$ cat config.mk
export PLATFORM = sky130hd
export DESIGN_NAME = cave_input_top
export DESIGN_NICKNAME = d
export VERILOG_FILES = /design/src/cave_input_pkg.sv /design/src/cave_input_top.sv /design/src/lock_loss_reset.sv /design/src/menu_status_decode.sv /design/src/player_key_latch.sv /design/src/ps2_event_decoder.sv /design/src/reset_sync.sv
export SDC_FILE = /design/constraint.sdc
export NUM_CORES = 1
export LEC_CHECK = 0
export ABC_AREA = 1
export BUFFER_PORTS_ARGS = -buffer_cell sky130_fd_sc_hd__buf_2
export CORE_MARGIN = 10
export CORE_UTILIZATION = 30
export CTS_CLUSTER_DIAMETER = 100
export CTS_CLUSTER_SIZE = 40
export DETAILED_ROUTE_END_ITERATION = 8
export PLACE_DENSITY = 0.64
export SLEW_MARGIN = 20
export SYNTH_ARGS = -nofsm -noshare
export SYNTH_HDL_FRONTEND = slang
export SYNTH_HIERARCHICAL = 1
export SYNTH_SLANG_ARGS = --single-unit
$ cat constraint.sdc
create_clock -name clk_sys -period 3.07 [get_ports clk_sys]
set_clock_uncertainty 0.2 [all_clocks]
set_input_delay 0.1535 -clock clk_sys [delete_from_list [all_inputs] [get_ports clk_sys]]
set_output_delay 0.1535 -clock clk_sys [all_outputs]
set_load 0.01 [all_outputs]
$ cat src/cave_input_pkg.sv
// Cave input front end shared constants, key maps and packed records
package cave_input_pkg;

  ////////////////////////////////////////
  // Sizes and timing
  ////////////////////////////////////////

  localparam int PLAYER_COUNT = 2;
  localparam int CONTROL_BITS = 12;
  // PLL reset pulse length after lock loss
  localparam int LOCK_RESET_CYCLES = 256;
  localparam int RESET_SYNC_STAGES = 2;

  // Empty key map slot
  localparam logic [7:0] KEY_NONE = 8'h00;

  ////////////////////////////////////////
  // Records
  ////////////////////////////////////////

  // Host keyboard word, toggle flips once per event
  typedef struct packed {
    logic       toggle;
    logic       pressed;
    logic       extended;
    logic [7:0] code;
  } ps2_key_t;

  typedef struct packed {
    logic       pressed;
    logic [7:0] code;
  } key_event_t;

  // Joystick bit order, right is bit 0
  typedef struct packed {
    logic       service;
    logic       pause;
    logic       coin;
    logic       start;
    logic [3:0] buttons;
    logic       up;
    logic       down;
    logic       left;
    logic       right;
  } player_controls_t;

  // One scan code per control bit
  typedef logic [CONTROL_BITS-1:0][7:0] key_map_t;

  // Listed from service down to right
  localparam key_map_t [PLAYER_COUNT-1:0] KEY_MAPS = {
    // Player 2: 0, none, 6, 2, W Q S A, R F D G
    {8'h45, KEY_NONE, 8'h36, 8'h1E, 8'h1D, 8'h15, 8'h1B, 8'h1C,
     8'h2D, 8'h2B, 8'h23, 8'h34},
    // Player 1: 9, P, 5, 1, shift space alt ctrl, arrows
    {8'h46, 8'h4D, 8'h2E, 8'h16, 8'h12, 8'h29, 8'h11, 8'h14,
     8'h75, 8'h72, 8'h6B, 8'h74}
  };

  // Decoded menu options
  typedef struct packed {
    logic [11:0] aspect_arx;
    logic [11:0] aspect_ary;
    logic [1:0]  scanlines;
    logic        scandoubler;
    logic        hq2x;
    logic        rotate;
    logic        flip;
    logic        compatibility;
    // Bit 0 sprites, bits 3:1 tile layers 2..0
    logic [3:0]  layer_enable;
    logic        row_scroll_enable;
    logic        row_select_enable;
    logic        sprite_fb_enable;
    logic        system_fb_enable;
    logic [3:0]  game_index;
    logic [3:0]  offset_x;
    logic [3:0]  offset_y;
    logic        reset_request;
  } options_t;

endpackage

$ cat src/cave_input_top.sv
// Arcade front end input and control top with key decode, options and resets
`timescale 1ns/1ps

module cave_input_top (
  input  logic                             clk_sys,
  input  logic                             RESET,
  input  logic                             pll_locked,
  input  cave_input_pkg::ps2_key_t         ps2_key,
  input  logic [31:0]                      joystick_0,
  input  logic [31:0]                      joystick_1,
  input  logic [31:0]                      status,
  input  logic [1:0]                       buttons,
  input  logic                             forced_scandoubler,
  output cave_input_pkg::player_controls_t [cave_input_pkg::PLAYER_COUNT-1:0] players,
  output cave_input_pkg::options_t         options,
  output logic                             pll_reset,
  output logic                             cpu_reset
);

  ////////////////////////////////////////
  // Keyboard and joysticks
  ////////////////////////////////////////

  cave_input_pkg::key_event_t key_event;
  logic                       key_strobe;

  // Joystick words indexed by player
  logic [cave_input_pkg::PLAYER_COUNT-1:0][31:0] joysticks;
  assign joysticks = {joystick_1, joystick_0};

  ps2_event_decoder ps2_event_decoder_i (
    .clk_sys   (clk_sys),
    .RESET     (RESET),
    .ps2_key   (ps2_key),
    .key_event (key_event),
    .key_strobe(key_strobe)
  );

  // Same event stream to every player
  for (genvar g = 0; g < cave_input_pkg::PLAYER_COUNT; g++) begin : g_player
    player_key_latch #(
      .player_index(g)
    ) player_key_latch_i (
      .clk_sys   (clk_sys),
      .RESET     (RESET),
      .key_event (key_event),
      .key_strobe(key_strobe),
      .joystick  (joysticks[g][cave_input_pkg::CONTROL_BITS-1:0]),
      .controls  (players[g])
    );
  end

  ////////////////////////////////////////
  // Options and resets
  ////////////////////////////////////////

  menu_status_decode menu_status_decode_i (
    .status            (status),
    .forced_scandoubler(forced_scandoubler),
    .options           (options)
  );

  lock_loss_reset lock_loss_reset_i (
    .clk_sys   (clk_sys),
    .RESET     (RESET),
    .pll_locked(pll_locked),
    .pll_reset (pll_reset)
  );

  // Board reset, lost lock, menu reset or user button
  logic cpu_reset_raw;
  assign cpu_reset_raw = RESET | ~pll_locked | options.reset_request | buttons[1];

  reset_sync reset_sync_i (
    .clk_sys   (clk_sys),
    .raw_reset (cpu_reset_raw),
    .sync_reset(cpu_reset)
  );

endmodule

$ cat src/lock_loss_reset.sv
// PLL lock-loss detector stretching a fixed-length PLL reset pulse
`timescale 1ns/1ps

module lock_loss_reset (
  input  logic clk_sys,
  input  logic RESET,
  input  logic pll_locked,
  output logic pll_reset
);

  // Previous lock sample
  logic lock_last;
  // Remaining pulse cycles after the first
  logic [$clog2(cave_input_pkg::LOCK_RESET_CYCLES)-1:0] count;

  always_ff @(posedge clk_sys or posedge RESET) begin
    if (RESET) begin
      lock_last <= 1'b0;
      count     <= '0;
      pll_reset <= 1'b0;
    end else begin
      lock_last <= pll_locked;
      if (lock_last && !pll_locked) begin
        // Lock lost, also restarts a running pulse
        count     <= ($bits(count))'(cave_input_pkg::LOCK_RESET_CYCLES - 1);
        pll_reset <= 1'b1;
      end else if (count != '0) begin
        count <= count - 1'b1;
      end else begin
        // Counter ran out
        pll_reset <= 1'b0;
      end
    end
  end

endmodule

$ cat src/menu_status_decode.sv
// Menu status decoder producing the packed options record
`timescale 1ns/1ps

module menu_status_decode (
  input  logic [31:0]               status,
  input  logic                      forced_scandoubler,
  output cave_input_pkg::options_t  options
);

  // Aspect ratio field and scandoubler effect
  logic [1:0] aspect;
  logic [2:0] fx;

  assign aspect = status[2:1];
  assign fx     = status[7:5];

  always_comb begin
    options = '0;

    ////////////////////////////////////////
    // Video
    ////////////////////////////////////////

    options.rotate = status[3];
    options.flip   = status[4];
    if (aspect == 2'd0) begin
      // Original 4:3, swapped when rotated
      options.aspect_arx = status[3] ? 12'd3 : 12'd4;
      options.aspect_ary = status[3] ? 12'd4 : 12'd3;
    end else begin
      options.aspect_arx = 12'(aspect - 2'd1);
      options.aspect_ary = 12'd0;
    end
    // Effect 1 is HQ2x, above that CRT scanlines
    options.scanlines     = (fx != 3'd0) ? 2'(fx - 3'd1) : 2'd0;
    options.hq2x          = (fx == 3'd1);
    options.scandoubler   = (fx != 3'd0) || forced_scandoubler;
    options.compatibility = status[8];

    ////////////////////////////////////////
    // Debug enables, menu bits are disables
    ////////////////////////////////////////

    options.layer_enable      = ~status[13:10];
    options.row_scroll_enable = ~status[14];
    options.row_select_enable = ~status[15];
    options.sprite_fb_enable  = ~status[16];
    options.system_fb_enable  = ~status[17];

    // Game select and CRT offsets
    options.game_index    = status[21:18];
    options.offset_x      = status[27:24];
    options.offset_y      = status[31:28];
    options.reset_request = status[0];
  end

endmodule

$ cat src/player_key_latch.sv
// Per-player key state latch merged with that player's joystick bits
`timescale 1ns/1ps

module player_key_latch #(
  parameter int player_index = 0
) (
  input  logic                                    clk_sys,
  input  logic                                    RESET,
  input  cave_input_pkg::key_event_t              key_event,
  input  logic                                    key_strobe,
  input  logic [cave_input_pkg::CONTROL_BITS-1:0] joystick,
  output cave_input_pkg::player_controls_t        controls
);

  ////////////////////////////////////////
  // Key map lookup
  ////////////////////////////////////////

  // Fixed per instance
  cave_input_pkg::key_map_t key_map;
  assign key_map = cave_input_pkg::KEY_MAPS[player_index];

  // One match line per control bit
  logic [cave_input_pkg::CONTROL_BITS-1:0] hit;

  always_comb begin
    for (int i = 0; i < cave_input_pkg::CONTROL_BITS; i++) begin
      // Empty slots never match, even for code 00
      hit[i] = (key_map[i] != cave_input_pkg::KEY_NONE) &&
               (key_map[i] == key_event.code);
    end
  end

  ////////////////////////////////////////
  // Latched keys
  ////////////////////////////////////////

  logic [cave_input_pkg::CONTROL_BITS-1:0] keys;

  always_ff @(posedge clk_sys or posedge RESET) begin
    if (RESET) begin
      keys <= '0;
    end else if (key_strobe) begin
      for (int i = 0; i < cave_input_pkg::CONTROL_BITS; i++) begin
        if (hit[i]) begin
          // Press sets, release clears
          keys[i] <= key_event.pressed;
        end
      end
    end
  end

  // Joystick merges in without delay
  assign controls = cave_input_pkg::player_controls_t'(keys | joystick);

endmodule

$ cat src/ps2_event_decoder.sv
// PS/2 event decoder turning the host toggle word into a one-cycle key event strobe
`timescale 1ns/1ps

module ps2_event_decoder (
  input  logic                      clk_sys,
  input  logic                      RESET,
  input  cave_input_pkg::ps2_key_t  ps2_key,
  output cave_input_pkg::key_event_t key_event,
  output logic                      key_strobe
);

  // First stage toggle sample and the one before it
  logic toggle_sample;
  logic toggle_last;
  // Payload sampled alongside the toggle
  cave_input_pkg::key_event_t sample_event;

  // Toggle tracking and strobe
  always_ff @(posedge clk_sys or posedge RESET) begin
    if (RESET) begin
      toggle_sample <= 1'b0;
      toggle_last   <= 1'b0;
      key_strobe    <= 1'b0;
    end else begin
      toggle_sample <= ps2_key.toggle;
      toggle_last   <= toggle_sample;
      // Any flip is a new event, held for one cycle only
      key_strobe    <= toggle_sample ^ toggle_last;
    end
  end

  // Payload path, follows the toggle stages
  always_ff @(posedge clk_sys) begin
    sample_event.pressed <= ps2_key.pressed;
    sample_event.code    <= ps2_key.code;
    key_event            <= sample_event;
  end

endmodule

$ cat src/reset_sync.sv
// Reset synchronizer with asynchronous assert and clk_sys aligned release
`timescale 1ns/1ps

module reset_sync (
  input  logic clk_sys,
  input  logic raw_reset,
  output logic sync_reset
);

  // Preset chain, zeros shift in from bit 0
  logic [cave_input_pkg::RESET_SYNC_STAGES-1:0] stages;

  always_ff @(posedge clk_sys or posedge raw_reset) begin
    if (raw_reset) begin
      stages <= '1;
    end else begin
      stages <= {stages[cave_input_pkg::RESET_SYNC_STAGES-2:0], 1'b0};
    end
  end

  // Last stage drives the reset
  assign sync_reset = stages[cave_input_pkg::RESET_SYNC_STAGES-1];

endmodule

==> run summary <==
In this run the clock root is driven by a sky130_fd_sc_hd__clkbuf_8. The number of vias in the routed layout came out at 2640. The global-route met1 utilization came out at 0.107.

The cell with the largest stage delay on the worst path was sky130_fd_sc_hd__dfrtp_1. The fraction of synthesized area in multiplexers came out at 0. TritonCTS built the clock tree. TritonCTS created 5 clock buffers. Before antenna repair, the detailed router went through 5 iterations. For this run, the number of Yosys warnings is 6. Each instance of the synthesized netlist takes up on average 7.70 um^2. The tools report the kind of end point of the critical path as a flop. The floorplan die width came out at 121 um. The wire-length estimate of the detail-placed layout is 5970 um. The sequential-to-total area share from yosys stat was 0.431; the global-route wire length before repair was 12400 um. The via density per instance was 4.23; the number of flops mapped to enable cells by yosys was 0. CTS saw 56 sinks. The share of Yosys cell area claimed by the top area cell type works out to 0.296. The cell taking the most area after synthesis was sky130_fd_sc_hd__dfrtp_1. The number of gates resized after CTS was 0. Quantity of I/O buffers inserted on ports: 97.

The arithmetic-cell share of the synthesized area counting full adders, half adders and majority gates is 0.00411, and the floorplan die area is 0.0146 mm^2. The logs give 0.239 mV for the highest ir drop seen on vdd and 2592 for the via count of the first global-routing pass. After technology mapping, the gate count stands at 396. The H-tree was split into 2 levels.

The worst hold slack is 103 ps, and the power density of the placed cells is 422 mW/mm^2. In this run the static leakage power is 2.05 nW. The fmax was 0.565 GHz; the setup-violating endpoint count in the final report was 0. The worst path required time is 3080 ps, and the unique cell type count in the Yosys netlist is 26. The most numerous cell type found on the critical path is sky130_fd_sc_hd__nand2_1.

The busiest layer in global routing is met2. The starting density of the core was 0.310; the worst-margin pin slew was 798 ps. The post-synthesis compound-gate area fraction is 0.00493. The combinational family with the most area after synthesis was simple AND/OR/NAND/NOR gates. The worst setup path is of the reg2reg kind. The logs give 0 for the total congestion overflow and 0 for the number of antenna-violating nets in the routed design. The post-synthesis share of cell area spent on xor and xnor gates was 0; the global-route met3 utilization was 0.0437. The final-report max-slew violation count was 0.

The clock passes through at most 2 buffers. In this run the vertical extent of the chip is 121 um. Type of the tightest min-delay check: in2async. Relative area change from synthesis to final layout: 21.8%. The share of final-layout standard cells stronger than drive strength 1 is 0.340.

After filler insertion, the fill cell instance count of the layout stands at 985. The ratio of final minimum period to clock period works out to 0.577. On the worst path, the slowest cell contributes a delay of 870 ps. The number of antenna violations at the first check in global routing came out at 0.

In this run the core area contains 36 standard-cell rows. After clock tree synthesis, the setup repair step added 0 buffers. The largest driver fanout on the critical path was 27. Timing analysis after detailed placement gives a worst setup slack of 1320 ps.

Routability-driven placement finished with a final weighted congestion of 0.803. By count the netlist is led by sky130_fd_sc_hd__nand2_1 (94), sky130_fd_sc_hd__inv_1 (43), sky130_fd_sc_hd__nand3_1 (41), sky130_fd_sc_hd__buf_4 (38), sky130_fd_sc_hd__dfrtp_1 (36). The final wirelength is 7400 um. For the number of antenna diodes, the log shows 0. The arrival time of the worst setup path came out at 1780 ps. The flow ran to the end, and the final reports show no timing, DRC or antenna violations. In the routed design, unresolved DRC markers number 0. In this run, synthesis produced a sequential element count of 56. The final number of hold-violating endpoints came out at 0. The logs give 0.468 for the normalized max-slew margin and 1.57 mW for the final total power. The simple-gate portion of the synthesized area came out at 0.392. Setup repair after global routing left no endpoint under its margin. The total of max-cap violations is 0, and the placeable core region is 0.00982 mm^2. The signal on the critical path passes through nand2_1, nor2_1, nand3_1, nand2_1, nand2_1.

The first routing iteration left 104 violations. Pin placement for this block handled 191 I/O pins. The net count of the finished layout is 604. The clock slew seen by the registers of the worst setup and hold paths is 100 ps, and the setup slack after layout is 1300 ps.

For this run, the leading register cell type out of synthesis is sky130_fd_sc_hd__dfrtp_1. The clock latency of the later-clocked register in the worst-skew pair is 310 ps. In the post-synthesis netlist, the biggest area contributors are sky130_fd_sc_hd__dfrtp_1 (30%), sky130_fd_sc_hd__dfxtp_1 (12%), sky130_fd_sc_hd__nand2_1 (12%), sky130_fd_sc_hd__buf_4 (9.4%), sky130_fd_sc_hd__nand3_1 (6.7%). The worst setup path is launched from a flop.

The fraction of registers with async set or reset after synthesis is 0.679, and the fraction of met2 tracks used by global routing is 0.178. For the overall routing resource usage, the log shows 0.101. The synthesized netlist occupies a cell area of 0.00305 mm^2.

Total negative slack: 0 ps. Cell with the most instances after synthesis: sky130_fd_sc_hd__nand2_1. The worst path needs 1770 ps of the cycle, external delays included. Entering global routing, the biggest net connects 28 pins. Dividing the detail-routed wire length by the instance count gives 11.9 um.
-- metal layers --
metal  up-vias  routed length [um]  share of wire
met1      1157                2930           0.40
met5         -                   0              0
met4         0                 126          0.017
met3        14                 796           0.11
met2       105                3550           0.48
li1       1364                   -              -
-- logic make-up after synthesis --
group / Yosys count
other: 2
AO/OA/AOI/OAI: 3
AND/OR/NAND/NOR: 241
adder cells (fa/ha/maj): 1
flip-flops: 56
buffers and inverters: 93
-- metrics by stage --
stage,cell area [um^2],std cells,utilization
after CTS,3710,624,0.378
after global routing,3710,624,0.378
after global placement,3460,602,0.352
final,3710,624,0.378
after floorplan,3110,413,-
after detailed placement,3460,602,0.352
-- report_power, final --
group          internal (mW)  switching (mW)
Clock                  0.213           0.243
Combinational          0.117           0.160
Sequential             0.783          0.0517
-- timing repair --
item,CTS,global route
hold buffers,14,0
endpoints found under the setup margin,0,0
hold endpoints to repair,49,0
-- cell type report --
cell class	instances	area [um^2]	share of cell area
clock buffers	6	93.8	0.0253
clock inverters	2	17.5	0.00472
inverters	51	194	0.0522
multi-input cells	264	1290	0.348
flip-flops and latches	56	1310	0.354
well taps	133	166	0.0448
repair buffers	112	633	0.171
-- worst max-delay path, delay by kind of cell, from the launching register on --
kind | cells | cell delay, ps
and+or+nand+nor | 5 | 610
DFF | 1 | 870
-- flip-flops by register name, indices dropped and copies added (netlist names) --
register and flops:
g_player.player_key_latch_i/keys 23, lock_loss_reset_i/count 8, lock_loss_reset_i/lock_last 1, lock_loss_reset_i/pll_reset 1, ps2_event_decoder_i/key_event 9, ps2_event_decoder_i/key_strobe 1
ps2_event_decoder_i/sample_event 9, ps2_event_decoder_i/toggle_last 1, ps2_event_decoder_i/toggle_sample 1, reset_sync_i/stages 2
-- placed cells by master (no fill, tap or decap) --
master,count
sky130_fd_sc_hd__nor2_4,5
sky130_fd_sc_hd__buf_2,97
sky130_fd_sc_hd__dfxtp_1,18
sky130_fd_sc_hd__nand2_4,2
sky130_fd_sc_hd__clkbuf_16,1
sky130_fd_sc_hd__nand2_1,94
sky130_fd_sc_hd__clkbuf_8,5
sky130_fd_sc_hd__nand3b_1,1
sky130_fd_sc_hd__dfrtp_1,36
sky130_fd_sc_hd__nand4_1,20
sky130_fd_sc_hd__inv_2,7
sky130_fd_sc_hd__inv_1,43
sky130_fd_sc_hd__conb_1,19
sky130_fd_sc_hd__buf_4,1
sky130_fd_sc_hd__nand3_1,41
sky130_fd_sc_hd__clkinv_4,2
sky130_fd_sc_hd__nor3_1,2
sky130_fd_sc_hd__nor3b_2,1
sky130_fd_sc_hd__dfstp_2,2
sky130_fd_sc_hd__inv_4,1
sky130_fd_sc_hd__or2_2,23
sky130_fd_sc_hd__dlygate4sd3_1,14
sky130_fd_sc_hd__nor2_1,32
sky130_fd_sc_hd__o21ai_0,3
sky130_fd_sc_hd__ha_1,1
sky130_fd_sc_hd__nor2_2,9
sky130_fd_sc_hd__nand2_2,10
sky130_fd_sc_hd__nor2_8,1
-- path summary, 6_finish.rpt --
check	slack, ps	startpoint	cells past startpoint	to
setup reg to reg	1300	ps2_event_decoder_i/key_strobe	5	g_player[0].player_key_latch_i/keys[10]
setup / recovery	1300	ps2_event_decoder_i/key_strobe	5	g_player[0].player_key_latch_i/keys[10]
hold reg to reg	130	ps2_event_decoder_i/sample_event[1]	0	ps2_event_decoder_i/key_event[1]
max in group asynchronous	1760	status[0]	6	reset_sync_i/stages[0]
min in group clk_sys	110	status[8]	0	options[21]
hold / removal	100	RESET	3	ps2_event_decoder_i/toggle_sample
No activity file was read; power rests on OpenSTA's default activity.
